**src/hw/obj_params.svh**
```systemverilog
`ifndef OBJ_PARAMS_SVH
`define OBJ_PARAMS_SVH

// object table depth
`define OBJ_COUNT 32

// object size, one graphics row per line
`define OBJ_HEIGHT 16
`define OBJ_WIDTH 8

// entries per line buffer bank
`define LINE_W 256

// x shift so the buffer lines up with hdump
`define OBJ_HOFFSET 6

`endif

```
**src/hw/obj_video_pkg.sv**
```systemverilog
package obj_video_pkg;

    // column or line number
    typedef logic [7:0] hpos_t;

    // palette PROM output, 0 = no object here
    typedef logic [7:0] color_t;

    // one pixel write into the line buffer
    typedef struct packed {
        hpos_t      addr; // buffer column
        logic [3:0] pix;  // pixel index, 0 is transparent
        logic [3:0] pal;  // palette bank
        logic       we;
    } buf_wr_t;

endpackage

```
**src/hw/obj_gfx_pkg.sv**
```systemverilog
package obj_gfx_pkg;

    // object table entry as stored in RAM
    typedef struct packed {
        logic [7:0] ypos;  // top line
        logic [7:0] xpos;  // left column
        logic [7:0] code;  // graphics code
        logic [3:0] pal;
        logic       hflip;
        logic       vflip;
        logic [1:0] spare; // unused by the engine
    } obj_entry_t;

    // scan -> draw, one object on the current line
    typedef struct packed {
        logic [7:0] xpos;
        logic [7:0] code;
        logic [3:0] pal;
        logic       hflip;
        logic [3:0] ysub;  // row inside object, vflip already applied
    } draw_req_t;

    // code in the upper byte, row in the low nibble
    typedef logic [11:0] rom_addr_t;

    // eight pixels, pixel i in nibble i
    typedef logic [31:0] rom_row_t;

endpackage

```
**src/hw/obj_scan.sv**
```systemverilog
`include "obj_params.svh"

module obj_scan (
    input  logic                             clk,
    input  logic                             rst,

    // table write port
    input  logic                             obj_we,
    input  logic [$clog2(`OBJ_COUNT)-1:0]    obj_addr,
    input  obj_gfx_pkg::obj_entry_t          obj_din,

    // line timing
    input  logic                             hinit,
    input  obj_video_pkg::hpos_t             vrender,

    // handshake with obj_draw
    input  logic                             busy,
    output logic                             draw,
    output obj_gfx_pkg::draw_req_t           req
);

    localparam int IW = $clog2(`OBJ_COUNT);

    obj_gfx_pkg::obj_entry_t table_mem [`OBJ_COUNT]; // object table RAM

    logic [IW-1:0]            idx;     // entry under test
    logic                     active;  // scan running for this line
    obj_gfx_pkg::obj_entry_t  ent;
    obj_video_pkg::hpos_t     row;     // line minus top, wraps
    logic                     hit;
    logic                     advance; // move on to the next entry
    logic                     issue;   // hand the hit to obj_draw

    always_ff @(posedge clk) begin
        if (obj_we) begin
            table_mem[obj_addr] <= obj_din;
        end
    end

    assign ent = table_mem[idx]; // async read, one entry per cycle
    assign row = vrender - ent.ypos;
    assign hit = active && (row < 8'(`OBJ_HEIGHT));

    // draw is still high on the cycle before busy rises, so wait that one out
    assign issue   = hit && !busy && !draw;
    assign advance = active && (!hit || issue);

    always_ff @(posedge clk or posedge rst) begin
        if (rst) begin
            active <= 1'b0;
            idx    <= '0;
            draw   <= 1'b0;
        end else begin
            draw <= issue; // single cycle pulse
            if (hinit) begin
                active <= 1'b1; // restart at entry 0
                idx    <= '0;
            end else if (advance) begin
                idx <= idx + 1'b1;
                if (idx == IW'(`OBJ_COUNT - 1)) begin
                    active <= 1'b0; // whole table seen
                end
            end
        end
    end

    // request payload, only meaningful with draw
    always_ff @(posedge clk) begin
        if (issue) begin
            req.xpos  <= ent.xpos;
            req.code  <= ent.code;
            req.pal   <= ent.pal;
            req.hflip <= ent.hflip;
            req.ysub  <= row[3:0] ^ {4{ent.vflip}}; // 15-r when flipped
        end
    end

    // obj_draw must be idle whenever a new object is handed over
    a_draw_not_busy: assert property (@(posedge clk) disable iff (rst)
        draw |-> !busy);

endmodule

```
**config.mk**
```make
export PLATFORM = sky130hd
export DESIGN_NAME = obj_scan
export DESIGN_NICKNAME = d
export VERILOG_FILES = /design/src/hw/obj_video_pkg.sv /design/src/hw/obj_gfx_pkg.sv /design/src/hw/obj_scan.sv
export VERILOG_INCLUDE_DIRS = /design/src /design/src/hw
export SDC_FILE = /design/constraint.sdc
export NUM_CORES = 1
export LEC_CHECK = 0
export ABC_AREA = 1
export BUFFER_PORTS_ARGS = -buffer_cell sky130_fd_sc_hd__buf_2
export CAP_MARGIN = 0
export CORE_ASPECT_RATIO = 0.5
export CORE_MARGIN = 3
export CORE_UTILIZATION = 55
export CTS_CLUSTER_DIAMETER = 120
export DETAILED_ROUTE_END_ITERATION = 6
export PLACE_DENSITY = 0.75
export SLEW_MARGIN = 20
export SYNTH_ARGS = -nofsm -noshare
export SYNTH_HDL_FRONTEND = slang
export SYNTH_SLANG_ARGS = --single-unit
export TNS_END_PERCENT = 1
```
**constraint.sdc**
```tcl
create_clock -name clk -period 6.59 [get_ports clk]
set_input_delay 1.318 -clock clk [delete_from_list [all_inputs] [get_ports clk]]
set_output_delay 1.318 -clock clk [all_outputs]
set_load 0.01 [all_outputs]
```
### Yosys cells after proc, flatten, opt, wreduce, memory -nomap -nowiden

Memory sizes are Yosys's and may differ from the RTL's.
Cells that the tools add are included.

* bits in registers: 32
* memory bits (writable): 1024
* input bits: 50
* output and inout bits: 26
* logic and storage cells: 32
* memories kept: 1

* add/sub/neg operators: 2
* order comparisons: 1
* eq/ne operators: 1
* mux-type cells: 7
* bitwise gates (word level): 1
* reduce and logical (&&, ||, !) cells: 11

Memory list
* table_mem: depth 32, bits a word 32, read ports 1, clocked after Yosys merged registers in 0, wr ports 1, RTL line obj_scan.sv:24 `` obj_gfx_pkg::obj_entry_t table_mem [`OBJ_COUNT]; ``

Operators with widths (number)
* 5-bit two-way mux: 2
* 8-bit by 5-bit < comparator with 1-bit output, second input constant: 1
* 8-bit subtractor: 1
* 5-bit by 1-bit adder with 5-bit output, second input constant: 1
* 5-bit == test, second input constant: 1
* 1-bit two-way mux: 5
* 1-bit logical AND: 4
* 2-bit nonzero test: 2
* 4-bit XOR: 1
* 1-bit zero test: 3
* 2-bit AND reduction: 1
* 1-bit logical OR: 1

### Depth between registers and ports, before layout

An unclocked memory read counts as a cell.

* word-level depth: 10
* depth in mapped cells: 24
* gate-level depth less buffers: 19

### Worst setup path before layout

Ideal clock, no wire load.

* kind: reg-to-reg
* start: reg idx[0]
* end: reg req[0] in the netlist's numbering, enable pin
* library setup time: 408 ps
* data arrival time: 4161 ps
* data required time: 6182 ps
* setup slack: 2021 ps
* stages on the path, launching flop included: 22
* buffers on the path: 5
* period minus slack after synthesis: 4569 ps
* path through: dfrtp_1 buf_6 buf_6 buf_6 buf_4 buf_2 nor2_1 o221ai_1 nand3_1 nand3_1 o21ai_0 inv_1 ha_1 fa_1 o21ai_1 a21oi_1 o21bai_1 or2_1 nand2_1 nor2_1 nand2_1 nor2_1

* longest elaborated chain between the ends: 6

Ends and longest elaborated chain
* start: declaration: RTL line obj_scan.sv:26 `logic [IW-1:0] idx;`
* start signal: assignment: RTL line obj_scan.sv:59 `idx <= idx + 1'b1;`
* memory read 32 x 32 bit
* 8-bit subtractor: RTL line obj_scan.sv:41 `assign row = vrender - ent.ypos;`
* 8-bit by 5-bit < comparator with 1-bit output: RTL line obj_scan.sv:42 `` assign hit = active && (row < 8'(`OBJ_HEIGHT)); ``
* 1-bit logical AND: RTL line obj_scan.sv:42
* 1-bit logical AND (2 in a row): RTL line obj_scan.sv:45 `assign issue = hit && !busy && !draw;`
* named net issue: RTL line obj_scan.sv:32 `logic issue;`
* end: declaration: RTL line obj_scan.sv:19 `output obj_gfx_pkg::draw_req_t req`

The timed path passes the listed nets, and every way through them passes these cells.
A chain may end at the register's enable or synchronous reset.

### Worst setup path in the final report

* start: reg idx[2]
* end: reg req[11] in the netlist's numbering, enable pin

The elaborated chain is that of the path after synthesis.

==> reports/results.md <==
| Quantity | Value | Unit |
| --- | --- | --- |
| Maximum VDD drop | 438.1 | uV |
| Die Height | 194.2 | um |
| Count of maximum capacitance violations | 0 | - |
| Worst setup margin | 1275 | ps |
| Number of different library cells in the post-synthesis netlist | 40 | - |
| Estimated wirelength of the detail-placed design | 49880 | um |
| Endpoint class of the critical path | register | - |
| Worst reg2reg startpoint | idx[2]$_DFFE_PP0P_ | - |
| Arr. time, crit path | 5630 | ps |
| Initial antenna violation count | 4 | - |
| CTS Hold Buffers Added | 0 | - |
| Vias | 24.67k | - |
| Top cell types by occurrence after synthesis | 985 x sky130_fd_sc_hd__edfxtp_1, 500 x sky130_fd_sc_hd__nor2_1, 449 x sky130_fd_sc_hd__o21ai_0 | - |
| Routed len/inst | 25.69 | um |
| Global router's overall resource usage | 26.56 | % |
| DIE AREA | 74260 | sq um |
| Setup repair after global routing missed its margin | false | - |
| Sequential cell area in the final layout | 29770 | sq um |
| Relative slew margins | 21.27 | % |
| Leakage dissipation | 13.78 | nW |
| Skew final | 16.84 | ps |
| Vias in the first global route | 23.36k | - |
| Postcts setup bufs | 0 | - |
| Commonest register cell after synthesis | sky130_fd_sc_hd__edfxtp_1 | - |
| Via-to-Cell Ratio | 6.330 | - |
| Initial cell density of the core | 56.05 | % |
| DRC errors left | 0 | - |
| Final critical delay including setup and external delays | 5315 | ps |
| Cell type group with the largest total delay on the critical path | compound AO/OA/AOI/OAI gates | - |
| Source of the critical timing path | idx[2]$_DFFE_PP0P_ | - |
| CTS tree | yes | - |
| Critical path destination | req[11]$_DFFE_PP_ | - |
| Crit-path max cell delay | 800 | ps |
| Dominant cell type by area after synthesis | sky130_fd_sc_hd__edfxtp_1 | - |
| Min-delay worst type | input pin to async pin | - |
| WP data required | 6900 | ps |
| Cells resized by post-CTS repair | 0 | - |
| Core area | 69510 | sq um |
| Element type at the critical path start | register | - |
| Clock latency of the later-clocked register in the worst-skew pair | 660 | ps |
| Number of nets produced by synthesis | 2929 | - |
| Period Utilization, post-route | 80.65 | % |
| Final Hold Vio Count | 0 | - |
| Register-to-Register Setup Slack | 1270 | ps |
| Count of endpoints failing setup in the final report | 0 | - |
| Final Routed Wirelength | 100200 | um |
| Area growth from synthesis to layout | 10.48 | % |
| Number of pins exceeding their max-slew limit in the final report | 0 | - |
| Top-level I/O count | 76 | - |
| Number of DRC markers after the initial detailed-route iteration | 4125 | - |
| Worst path slowest cell | sky130_fd_sc_hd__dfrtp_4 | - |
| Average size of a mapped cell | 13.58 | sq um |
| Critical path buffer and inverter count | 3 | - |
| Clock-pin slew on the worst setup and hold paths | 60 | ps |
| Ys async rst share | 0.7056 | % |
| Run status | complete, no violations | - |
| Area share of the largest cell type after synthesis | 75.92 | % |
| Count of fill cells added during filler insertion | 4930 | - |
| Highest clock frequency the design can meet | 188.1 | MHz |
| Die span in x | 382.4 | um |
| Final net count | 2949 | - |
| Number of synthesis warnings | 0 | - |
| Share of cells above drive strength 1 | 9.790 | % |
| Largest buffer count on any clock path | 3 | - |
| Gate count after technology mapping | 2868 | - |
| Row count | 68 | - |
| Ordered cell list for the critical path | inv_2, o221ai_1, nand3_1, nand3_1, o21ai_0, inv_1, ha_1, fa_1, o21ai_1, a21oi_1, o21bai_1, or2_1, nand2_1, nor2_1, nand2_1, nor2_4, buf_4 | - |
| Number of H-tree levels | 3 | - |
| Measured slew at the worst slew-check pin | 1178 | ps |
| IO buf count | 73 | - |
| Total congestion overflow | 0 | - |
| Critical Path Fanout Max | 52 | - |
| TritonCTS buffer count | 85 | - |
| First-pass GRT wire length | 147400 | um |
| Combined area of all synthesized cells | 38960 | sq um |
| Synthesized flop and latch total | 992 | - |
| Routability cong. | 0.8107 | - |
| Most used standard cell by instance count after synthesis | sky130_fd_sc_hd__edfxtp_1 | - |
| Worst Reg-to-Reg Cells | 17 | - |
| Area of the multi-input gates | 8275 | sq um |
| Aggregate negative setup slack | 0 | ps |
| Share of the yosys chip area belonging to registers | 76.37 | % |
| Detailed-router iteration count before antenna repair | 5 | - |
| Cell types with the largest area share after synthesis | sky130_fd_sc_hd__edfxtp_1 76%, sky130_fd_sc_hd__o21ai_0 5.8%, sky130_fd_sc_hd__nor2_1 4.8%, sky130_fd_sc_hd__o22ai_1 2.3%, sky130_fd_sc_hd__nand2_1 1.9% | - |
| Worst Setup Slack post-DPL | 1340 | ps |
| Worst Setup Path Type | register to register | - |
| Total number of cells along the worst setup path | 17 | - |
| Library cell used as clock root buffer | sky130_fd_sc_hd__clkbuf_16 | - |
| R2R Path End | req[11]$_DFFE_PP_ | - |
| Number of enable flip-flop cells after synthesis | 985 | - |
| Maximum number of pins on one net before global-route repair | 219 | - |
| Antenna Nets Post-Route | 0 | - |
| CTS sink cnt | 992 | - |
| Power density relative to cell area | 386.4 | nW/um^2 |
-- report_power, final --
| group | switching (mW) | total (mW) | internal (mW) |
|---|---|---|---|
| Clock | 2.21 | 4.99 | 2.78 |
| Combinational | 3.10 | 4.41 | 1.30 |
| Sequential | 0.111 | 7.24 | 7.13 |
| Total | 5.42 | 16.6 | 11.2 |
-- layout make-up --
cell class	count	area share [%]
flip-flops and latches	992	69.15
multi-input cells	1620	19.23
clock buffers	118	5.378
well taps	945	2.747
repair buffers	132	2.041
clock inverters	33	0.9127
inverters	57	0.5378
diodes	1	0.005814
-- cell families after synthesis --
group           after synthesis  synth area share (%)
buf+inv                     256                 3.041
flops                       992                 76.37
xor+xnor                     10                0.2248
compound gates              770                 11.43
simple gates                829                 8.562
fa+ha+maj                    11                0.3725
-- per-layer routing --
layer / vias to the layer above / GRT usage [%] / share of wire [%] / routed length, um
met4: 0 / 9.760 / 3.5 / 3540
met2: 1643 / 40.56 / 46 / 46050
met5: - / 0 / 0 / 0
li1: 10780 / - / - / -
met1: 12050 / 38.54 / 39 / 38770
met3: 201 / 5.005 / 12 / 11800
-- through the flow --
| stage | area [sq um] | util [%] | instances | hold slack (ps) | total power, mW |
|---|---|---|---|---|---|
| 2_1_floorplan | 38960 | - | 2868 | 527.7 | 10.48 |
| 3_3_place_gp | 40290 | 57.96 | 3744 | 590.2 | 11.55 |
| 3_5_place_dp | 40290 | 57.96 | 3744 | 616.7 | 11.70 |
| 4_1_cts | 42990 | 61.85 | 3895 | 575.0 | 16.60 |
| 5_1_grt | 43040 | 61.92 | 3898 | 600.8 | 17.36 |
| 6_report | 43040 | 61.92 | 3898 | 589.1 | 16.63 |
-- placed cells by master (no fill, tap or decap), types with 10 or more instances in the layout --
cell,count
sky130_fd_sc_hd__edfxtp_1,985
sky130_fd_sc_hd__clkbuf_1,30
sky130_fd_sc_hd__ha_1,10
sky130_fd_sc_hd__clkbuf_16,88
sky130_fd_sc_hd__nand2_1,200
sky130_fd_sc_hd__nor2_1,467
sky130_fd_sc_hd__o221ai_1,83
sky130_fd_sc_hd__nand4_1,29
sky130_fd_sc_hd__clkinv_1,13
sky130_fd_sc_hd__o211ai_1,26
sky130_fd_sc_hd__o22ai_1,142
sky130_fd_sc_hd__o21ai_1,31
sky130_fd_sc_hd__buf_2,73
sky130_fd_sc_hd__a21oi_1,23
sky130_fd_sc_hd__o21ai_0,449
sky130_fd_sc_hd__nand3_1,91
sky130_fd_sc_hd__buf_4,54
sky130_fd_sc_hd__inv_1,52
sky130_fd_sc_hd__nor2_4,34
-- registers in the layout (all words and copies together) (netlist names) --
register,count
active,1
req,25
draw,1
table_mem,960
idx,5
-- how the worst min path moves through the flow --
stage,startpoint,endpoint,cells past startpoint
2_1_floorplan,idx[3]$_DFFE_PP0P_,idx[3]$_DFFE_PP0P_,2
3_3_place_gp,idx[3]$_DFFE_PP0P_,idx[3]$_DFFE_PP0P_,2
3_5_place_dp,draw$_DFF_PP0_,draw$_DFF_PP0_,2
4_1_cts,rst,draw$_DFF_PP0_,2
5_1_grt,rst,draw$_DFF_PP0_,2
6_report,rst,draw$_DFF_PP0_,2
No activity file was read; power rests on OpenSTA's default activity.
