File: config.mk
export PLATFORM = sky130hd
export DESIGN_NAME = obj_draw
export DESIGN_NICKNAME = d
export VERILOG_FILES = /design/src/hw/obj_video_pkg.sv /design/src/hw/obj_gfx_pkg.sv /design/src/hw/obj_draw.sv
export VERILOG_INCLUDE_DIRS = /design/src /design/src/hw
export SDC_FILE = /design/constraint.sdc
export NUM_CORES = 1
export LEC_CHECK = 0
export BUFFER_PORTS_ARGS = -buffer_cell sky130_fd_sc_hd__clkbuf_2
export CAP_MARGIN = 40
export CORE_MARGIN = 5
export CORE_UTILIZATION = 51
export CTS_CLUSTER_DIAMETER = 80
export DETAILED_ROUTE_END_ITERATION = 8
export PLACE_DENSITY_LB_ADDON = 0.15
export RECOVER_POWER = 100
export SLEW_MARGIN = 10
export SYNTH_ARGS = -nofsm -noshare
export SYNTH_HDL_FRONTEND = slang
export SYNTH_SLANG_ARGS = --single-unit
File: constraint.sdc
create_clock -name clk -period 2.57 [get_ports clk]
set_input_delay 0.514 -clock clk [delete_from_list [all_inputs] [get_ports clk]]
set_output_delay 0.514 -clock clk [all_outputs]
set_load 0.005 [all_outputs]
File: src/hw/obj_params.svh
`ifndef OBJ_PARAMS_SVH
`define OBJ_PARAMS_SVH

// object table depth
`define OBJ_COUNT 32

// object size, one graphics row per line
`define OBJ_HEIGHT 16
`define OBJ_WIDTH 8

// entries per line buffer bank
`define LINE_W 256

// x shift so the buffer lines up with hdump
`define OBJ_HOFFSET 6

`endif

File: src/hw/obj_video_pkg.sv
package obj_video_pkg;

    // column or line number
    typedef logic [7:0] hpos_t;

    // palette PROM output, 0 = no object here
    typedef logic [7:0] color_t;

    // one pixel write into the line buffer
    typedef struct packed {
        hpos_t      addr; // buffer column
        logic [3:0] pix;  // pixel index, 0 is transparent
        logic [3:0] pal;  // palette bank
        logic       we;
    } buf_wr_t;

endpackage

File: src/hw/obj_gfx_pkg.sv
package obj_gfx_pkg;

    // object table entry as stored in RAM
    typedef struct packed {
        logic [7:0] ypos;  // top line
        logic [7:0] xpos;  // left column
        logic [7:0] code;  // graphics code
        logic [3:0] pal;
        logic       hflip;
        logic       vflip;
        logic [1:0] spare; // unused by the engine
    } obj_entry_t;

    // scan -> draw, one object on the current line
    typedef struct packed {
        logic [7:0] xpos;
        logic [7:0] code;
        logic [3:0] pal;
        logic       hflip;
        logic [3:0] ysub;  // row inside object, vflip already applied
    } draw_req_t;

    // code in the upper byte, row in the low nibble
    typedef logic [11:0] rom_addr_t;

    // eight pixels, pixel i in nibble i
    typedef logic [31:0] rom_row_t;

endpackage

File: src/hw/obj_draw.sv
`include "obj_params.svh"

module obj_draw (
    input  logic                       clk,
    input  logic                       rst,

    // from obj_scan
    input  logic                       draw,
    input  obj_gfx_pkg::draw_req_t     req,
    output logic                       busy,

    // graphics ROM
    output obj_gfx_pkg::rom_addr_t     rom_addr,
    output logic                       rom_cs,
    input  obj_gfx_pkg::rom_row_t      rom_data,
    input  logic                       rom_ok,

    // to the line buffer
    output obj_video_pkg::buf_wr_t     wr
);

    localparam int CW = $clog2(`OBJ_WIDTH);

    logic                      start;     // accepted request
    logic                      got_row;   // ROM answered
    logic                      shifting;  // pixel writes in progress
    logic [CW-1:0]             cnt;       // pixel number
    obj_gfx_pkg::rom_row_t     pixels;    // nibble 0 is the next pixel out
    obj_video_pkg::hpos_t      col;       // buffer column of next pixel
    obj_video_pkg::hpos_t      col_start;
    logic [3:0]                cur_pal;
    logic                      cur_hflip;

    assign start   = draw && !busy;
    assign got_row = rom_cs && rom_ok;

    // flipped objects start at the right edge and walk left
    assign col_start = req.xpos + 8'(`OBJ_HOFFSET)
                     + (req.hflip ? 8'(`OBJ_WIDTH - 1) : 8'd0);

    always_ff @(posedge clk or posedge rst) begin
        if (rst) begin
            busy     <= 1'b0;
            rom_cs   <= 1'b0;
            shifting <= 1'b0;
            cnt      <= '0;
        end else begin
            if (start) begin
                busy   <= 1'b1;
                rom_cs <= 1'b1; // fetch right away
            end
            if (got_row) begin
                rom_cs   <= 1'b0;
                shifting <= 1'b1;
                cnt      <= '0;
            end
            if (shifting) begin
                cnt <= cnt + 1'b1;
                if (cnt == CW'(`OBJ_WIDTH - 1)) begin
                    shifting <= 1'b0; // last pixel written this cycle
                    busy     <= 1'b0;
                end
            end
        end
    end

    // request and row data
    always_ff @(posedge clk) begin
        if (start) begin
            rom_addr  <= {req.code, req.ysub};
            cur_pal   <= req.pal;
            cur_hflip <= req.hflip;
            col       <= col_start;
        end
        if (got_row) begin
            pixels <= rom_data;
        end else if (shifting) begin
            pixels <= pixels >> 4;
            col    <= cur_hflip ? col - 8'd1 : col + 8'd1; // wraps past 255
        end
    end

    always_comb begin
        wr.addr = col;
        wr.pix  = pixels[3:0];
        wr.pal  = cur_pal;
        wr.we   = shifting && (pixels[3:0] != 4'd0); // zero is see-through
    end

    // address and strobe held until the ROM answers
    a_rom_hold: assert property (@(posedge clk) disable iff (rst)
        (rom_cs && !rom_ok) |=> (rom_cs && $stable(rom_addr)));

endmodule

# Word-level counts from Yosys, hierarchy flattened
# Index checks and enable logic that the tools add are counted.
# word_totals
elab_cells	39
register_bits	63
output_inout_bits	31
inputBits	61
# classes
muxes	17
n_addsub	5
n_eq_ne	1
reduce_logical	7
# op_table
operator	n
$mux W32	2
$mux W8	4
$mux W3	3
$add A8 B1 Y8 const B	1
$add A8 B3 Y8	1
$add A8 B3 Y8 const B	1
$mux W1	8
$sub A8 B1 Y8 const B	1
$reduce_bool A2 Y1	2
$reduce_bool A4 Y1	1
$add A3 B1 Y3 const B	1
$eq A3 B3 Y1 const B	1
$logic_and A1 B1 Y1	3
$logic_not A1 Y1	1

# Depth between registers and ports, before layout
# Gate-level depths: netlist of the first run.
# depth
word_depth	5
mapped_depth	11
ltp_nobuf	11

# Least setup slack after synthesis of the first run
# No wires, ideal clock.
# synth_timing
path_kind	in2reg
start	input port req[4] in the netlist's numbering
end	register col[5]
cell_stages	11
path_buffers	0
setup_slack_ps	311
arrival_ps	2190
cell_sequence	inv_1 > ha_1 > inv_1 > ha_1 > inv_1 > fa_1 > nor2b_1 > o21ai_0 > xor2_1 > a211o_1 > o21ai_1
# synth_via
elab_chain_cells	5
# synth_rtl
item	line	rtl
from (decl)	obj_draw.sv:9	input obj_gfx_pkg::draw_req_t req,
$mux W3 *	obj_draw.sv:39	+ (req.hflip ? 8'(`OBJ_WIDTH - 1) : 8'd0);
$add A8 B3 Y8 *	obj_draw.sv:38	assign col_start = req.xpos + 8'(`OBJ_HOFFSET)
$mux W8 *	obj_draw.sv:69	if (start) begin
$mux W8	obj_draw.sv:77	end else if (shifting) begin
$mux W8 *	obj_draw.sv:75	if (got_row) begin
to (signal assigned)	obj_draw.sv:73	col <= col_start;
to (signal assigned)	obj_draw.sv:79	col <= cur_hflip ? col - 8'd1 : col + 8'd1;
to (decl)	obj_draw.sv:29	obj_video_pkg::hpos_t col;
# Mark *: on every way between the ends. The rest lies on a longest branch, timed or not.
# A chain may end at the register's enable or synchronous reset.

# Worst setup path after layout of the first run
# layout_timing
start	input port req[4] in the netlist's numbering
end	register col[7]
# The elaborated chain is that of the path after synthesis.

==> results of run 1 <==
==> per-layer routing <==
metal	share of wire (%)	vias up	GRT usage, %
met5	0	-	0
met4	1.8	0	7.93
met3	8.6	10	4.75
met2	44	75	25.4
met1	45	905	21.1
li1	-	996	-
==> cells by family after synthesis <==
logic type / count (synthesis) / share of synthesized area (%)
AOI/OAI and AO/OA: 39 / 8.71
xor gates and xnor gates: 7 / 2.07
adders and majority gates: 16 / 7.27
buffers and inverters: 25 / 3.76
DFF: 63 / 60.2
muxes: 31 / 11.7
and+or+nand+nor: 38 / 6.34
==> metrics by stage <==
stage                     setup slack, ns  total power, mW  util, %
after CTS                           0.370             4.03     65.2
after global routing                0.159             4.26     64.7
after global placement              0.122             3.22     62.2
final                               0.328             3.95     64.7
after detailed placement           0.0386             3.30     62.2
after floorplan                     0.311             2.89        -
==> synthesized netlist by cell type, drive strengths merged <==
master	number	area, um^2
edfxtp	49	1470
mux2	28	315
ha	14	175
inv	14	52.6
nand2	12	47.6
a21oi	10	53.8
o21ai	10	50.1
buf	9	51.3
dfxtp	8	160
nor2	8	30.0
dfrtp	6	150
a211oi	4	30.0
and3	4	25.0
xnor2	4	35.0
and2	3	18.8
mux2i	3	30.0
nand2b	3	18.8
o21a	3	22.5
xor2	3	26.3
a211o	2	17.5
a21o	2	15.0
a311oi	2	17.5
clkbuf	2	7.51
fa	2	40.0
nand3	2	10.0
nor2b	2	12.5
or3	2	12.5
a221oi	1	8.76
a31oi	1	6.26
nor3	1	5.00
o2111ai	1	8.76
o211ai	1	7.51
o41a	1	11.3
o41ai	1	8.76
or4	1	7.51
==> layout by cell type, fill, tap and decap left out, types with 4 or more instances in the layout <==
cell,n
a211oi_1,4
a21oi_1,9
and3_1,4
clkbuf_1,16
clkbuf_2,80
clkbuf_8,10
dfrtp_1,6
dfxtp_1,8
edfxtp_1,49
ha_1,14
inv_1,14
mux2_2,28
nand2_1,12
nor2_1,8
o21ai_0,10
xnor2_1,4
==> state kept, by name, indices dropped and copies added (netlist names) <==
name	flops
cur_hflip	1
col	8
shifting	1
cur_pal	4
pixels	32
busy	1
rom_addr	12
cnt	3
rom_cs	1
==> layout make-up <==
type / count / area [um^2] / share of cell area (%)
Tap cell: 72 / 90.1 / 2.50
Multi-Input combinational cell: 131 / 1060 / 29.5
Sequential cell: 63 / 1780 / 49.4
Timing Repair Buffer: 94 / 453 / 12.6
Inverter: 14 / 52.6 / 1.46
Clock buffer: 12 / 145 / 4.02
Clock inverter: 4 / 21.3 / 0.589
==> power groups by stage <==
| stage | combinational, mW | clock, mW | sequential (mW) |
|---|---|---|---|
| 4_1_cts | 1.43 | 0.745 | 1.86 |
| 6_report | 1.37 | 0.725 | 1.85 |
| 2_1_floorplan | 1.07 | 0 | 1.82 |
| 5_1_grt | 1.56 | 0.791 | 1.91 |
| 3_5_place_dp | 1.42 | 0 | 1.88 |
| 3_3_place_gp | 1.37 | 0 | 1.85 |
==> worst register-to-register path, stage by stage, from the launching register on <==
cell	delay, ns
dfrtp_1	0.42
nand2_1	0.33
nand2b_1	0.47
clkbuf_1	0.55
==> path summary, 6_finish.rpt <==
check	start	endpoint	slack (ns)	depth (start not counted)
max	req[4]	col[7]$_DFF_P_	0.33	12
min	rst	cnt[2]$_DFFE_PP0P_	0.08	2
max reg2reg	rom_cs$_DFFE_PP0P_	pixels[3]$_DFFE_PP_	0.43	3
min reg2reg	cnt[0]$_DFFE_PP0P_	cnt[0]$_DFFE_PP0P_	0.49	1
max in group asynchronous	rst	cnt[0]$_DFFE_PP0P_	2.29	2
min in group clk	req[10]	rom_addr[5]$_DFFE_PP_	0.36	1
==> reports/metrics.cfg, run 1 <==
[outcome]
status = finished clean

[timing]
drv_slew = 0
final.setup.tns_ns = 0
period_needed_ns = 2.24
hold_violations = 0
clock_skew_ns = 0.00693
hold_slack_ns = 0.0808
worst_pin_slew_ns = 0.903
clock.fmax_mhz = 446
grt_setup_unrepaired = no
setup_viol = 0
finalCritPeriodShare_pct = 87.2
slew_headroom_pct = 39.8

[yosys]
syn-num-nets = 296
synthCells = 219
synth_warnings = 0
synth.distinct_cells = 42
yosysSeqAreaShare_pct = 60.2
avgSynthCellArea_um2 = 13.5
ys_ff_latch = 63
syn-cell-area_mm2 = 0.00296

[flow_run]
cap_violations = 0

[power_and_ir_drop]
p_leak_nw = 1.58
powerDensity_mw_per_mm2 = 1090
power_frac_seq_pct = 46.9
switchingPower_mw = 1.25
switching_share_pct = 31.7
pwr-share-comb_pct = 34.7
peakVddDrop_v = 0.000616
intPower_mw = 2.70
clkPwrFrac_pct = 18.4

[global_routing]
grt_pass1_wl_um = 9360
grt-ovfl-total = 0
grt_usage_pct = 16.4
grt_max_degree = 26
antenna_found_initial = 0
grt_pass1_vias = 2076

[floorplan]
core-area_mm2 = 0.00557
rows = 27
io_pins = 92
start_util_pct = 53.1
die_w_um = 86.2
die_area_mm2 = 0.00743
fp.dieH_um = 86.2

[drt]
wl_per_cell_um = 14.7
first_iter_violations = 78
routed_via_density = 5.09
drcViolationCount = 0
drt_first_pass_iters = 4
drt_wl_total_um = 5750
ant_nets = 0
via_count = 1986

[setup_path]
cpMostUsedCell = inv_1
crit_family = adder cells
slowest_delay_ns = 0.38
path_cells = clkbuf_1 > inv_1 > ha_1 > inv_1 > ha_1 > inv_1 > fa_1 > nor2b_1 > o2111ai_1 > xnor2_1 > nor3_1 > a311oi_1
crit_required_ns = 2.81
worstPathMaxFanout = 3
worstSetupStartpointType = input port
cp-end-kind = flip-flop
critical_path.slowest_cell = fa_1
worstPathArrival_ns = 2.48
crit_type = in -> reg
path_buf_inv = 4

[finish]
diodes = 0
stdcell_count = 390
area_growth_pct = 21.9
final_cell_area_mm2 = 0.00361
nets = 390
num-fill-cells = 473
layout-drive-gt1-share_pct = 38.4

[clocking]
root_buffer = clkbuf_8
clk_path_buf_depth = 2
clk_latency_ns = 0.33
postCtsHoldBufs = 0
htree_levels = 3
cts_resized = 0
cts_sinks = 63
cts_tree = done
cts_setup_buffers = 0
cts_made_buffers = 9
cts.reportedPaths.clkPinSlew_ns = 0.07

[place]
placedInstanceArea_mm2 = 0.00347
dp_hpwl_um = 4430
globalplace.congestion = 0.818
place_inst = 374
io_buffers = 91

[min_path]
hold_path_class = in -> async

Power figures use the tool's default switching activity.
==> inputs of run 2 (changes only) <==
==> constraint.sdc (replaced) <==
create_clock -name clk -period 2.57 [get_ports clk]
set_input_delay 0.3855 -clock clk [delete_from_list [all_inputs] [get_ports clk]]
set_output_delay 0.3855 -clock clk [all_outputs]
set_load 0.005 [all_outputs]
==> reports/metrics.cfg, run 2 (same netlist as run 1, synthesis figures left out) <==
[outcome]
status = finished clean  ; unchanged

[finish]
layout_common_cells = clkbuf_2 (81), edfxtp_1 (49), mux2_2 (27)  ; was clkbuf_2 (80), edfxtp_1 (49), mux2_2 (28)
final_cell_area_mm2 = 0.00360  ; was 0.00361 mm^2
layout-drive-gt1-share_pct = 38.1  ; was 38.4%
diodes = 0  ; unchanged
area_growth_pct = 21.7  ; was 21.9%
num-fill-cells = 444  ; was 473
layout_commonest_cell = clkbuf_2  ; unchanged
regMostFlops = pixels  ; unchanged
stdcell_count = 390  ; unchanged
largest_reg_flops = 32  ; unchanged
top_regs = pixels (32), rom_addr (12), col (8)  ; unchanged
nets = 390  ; unchanged

[floorplan]
fp.dieH_um = 86.2  ; unchanged
io_pins = 92  ; unchanged
die_area_mm2 = 0.00743  ; unchanged
rows = 27  ; unchanged
core-area_mm2 = 0.00557  ; unchanged
start_util_pct = 53.1  ; unchanged
die_w_um = 86.2  ; unchanged

[global_routing]
grt_busiest_layer = met2  ; unchanged
grt-ovfl-total = 0  ; unchanged
grt_pass1_vias = 2017  ; was 2076
grt_usage_pct = 17.0  ; was 16.4%
met2_usage_pct = 27.0  ; was 25.4%
grtUsageMet1_pct = 21.5  ; was 21.1%
grt_pass1_wl_um = 9640  ; was 9360 um
gr-usage-met3_pct = 5.99  ; was 4.75%
antenna_found_initial = 0  ; unchanged
grt_max_degree = 33  ; was 26

[timing]
final.setup.tns_ns = 0  ; unchanged
setup_viol = 0  ; unchanged
slew_headroom_pct = 39.6  ; was 39.8%
period_needed_ns = 2.20  ; was 2.24 ns
hold_slack_ns = 0.230  ; was 0.0808 ns
drv_slew = 0  ; unchanged
grt_setup_unrepaired = no  ; unchanged
clock_skew_ns = 0.00672  ; was 0.00693 ns
finalCritPeriodShare_pct = 85.6  ; was 87.2%
worst_pin_slew_ns = 0.905  ; was 0.903 ns
hold_violations = 0  ; unchanged
clock.fmax_mhz = 455  ; was 446 MHz

[clocking]
cts_sinks = 63  ; unchanged
cts_setup_buffers = 0  ; unchanged
htree_levels = 3  ; unchanged
postCtsHoldBufs = 1  ; was 0
cts.reportedPaths.clkPinSlew_ns = 0.07  ; about the same
clk_latency_ns = 0.33  ; about the same
cts_resized = 0  ; unchanged
cts_tree = done  ; unchanged
clk_path_buf_depth = 2  ; unchanged
cts_made_buffers = 9  ; unchanged
root_buffer = clkbuf_8  ; unchanged

[setup_path]
worstSetupStartpointType = flip-flop  ; was input port
cpMostUsedCell = a311oi_1  ; was inv_1
path_cells = ha_1 > a21oi_1 > a211oi_1 > or3_1 > a311oi_1 > a311oi_1  ; was clkbuf_1 > inv_1 > ha_1 > inv_1 > ha_1 > inv_1 > fa_1 > nor2b_1 > o2111ai_1 > xnor2_1 > nor3_1 > a311oi_1
crit_required_ns = 2.76  ; was 2.81 ns
slowest_delay_ns = 0.53  ; was 0.38 ns
path_buf_inv = 0  ; was 4
cp-end-kind = flip-flop  ; unchanged
crit_family = compound AO/OA/AOI/OAI gates  ; was adder cells
worstPathArrival_ns = 2.39  ; was 2.48 ns
crit_type = reg -> reg  ; was in -> reg
worstPathMaxFanout = 9  ; was 3
critical_path.slowest_cell = edfxtp_1  ; was fa_1

[power_and_ir_drop]
p_leak_nw = 1.58  ; about the same
powerDensity_mw_per_mm2 = 1090  ; about the same
power_mw = 3.92  ; was 3.95 mW
peakVddDrop_v = 0.000660  ; was 0.000616 V

[drt]
routed_via_density = 5.07  ; was 5.09
via_count = 1979  ; was 1986
drt_first_pass_iters = 4  ; unchanged
drcViolationCount = 0  ; unchanged
ant_nets = 0  ; unchanged
wl_per_cell_um = 14.9  ; was 14.7 um
first_iter_violations = 65  ; was 78
drt_wl_total_um = 5830  ; was 5750 um

[min_path]
hold_path_class = in -> reg  ; was in -> async

[place]
globalplace.congestion = 0.797  ; was 0.818
io_buffers = 91  ; unchanged
place_inst = 373  ; was 374
dp_hpwl_um = 4330  ; was 4430 um
placedInstanceArea_mm2 = 0.00346  ; was 0.00347 mm^2

[flow_run]
cap_violations = 0  ; unchanged

[run 2: changes by cell type in the layout (fill, tap and decap cells not counted), sizes merged]
cell,delta
clkbuf,-1
dlygate4sd3,+1
[run 2: where the power goes]
group / internal, mW / switching, mW
logic: 0.664 / 0.701
registers: 1.66 / 0.194
clock network: 0.345 / 0.355
total: 2.67 / 1.25
[run 2: metal layers]
metal | vias to the layer above | wire length (um)
li1 | 997 | -
met1 | 900 | 2580
met2 | 72 | 2670
met3 | 10 | 483
met4 | 0 | 86
met5 | - | 0
[run 2: metrics by stage]
step	utilization (%)	setup WS [ns]
2_1_floorplan	-	0.439
3_3_place_gp	62.1	0.250
3_5_place_dp	62.1	0.198
4_1_cts	65.1	0.468
5_1_grt	64.6	0.197
6_report	64.6	0.370
[run 2: cell type report]
type	instances	area, um^2	area share [%]
well taps	72	90.1	2.50
clock inverters	4	22.5	0.625
flip-flops and latches	63	1780	49.4
repair buffers	94	460	12.8
multi-input cells	131	1060	29.4
inverters	14	52.6	1.46
clock buffers	12	135	3.75
[run 2: final timing paths]
check	depth (start not counted)	slack, ns	endpoint	start
setup / recovery	6	0.37	col[7]$_DFF_P_	cur_hflip$_DFFE_PP_
hold / removal	1	0.23	rom_addr[5]$_DFFE_PP_	req[10]
setup reg to reg	6	0.37	col[7]$_DFF_P_	cur_hflip$_DFFE_PP_
hold reg to reg	1	0.48	col[7]$_DFF_P_	col[7]$_DFF_P_
max in group asynchronous	3	1.87	cnt[0]$_DFFE_PP0P_	rst
min in group asynchronous	3	0.50	busy$_DFF_PP0_	rst
[run 2: worst register-to-register path, delay by kind of cell (launching register included)]
kind / cells / cell delay (ns)
AND/OR/NAND/NOR: 1 / 0.37
AO/OA/AOI/OAI: 4 / 0.78
adder cells (fa/ha/maj): 1 / 0.39
flip-flops: 1 / 0.53
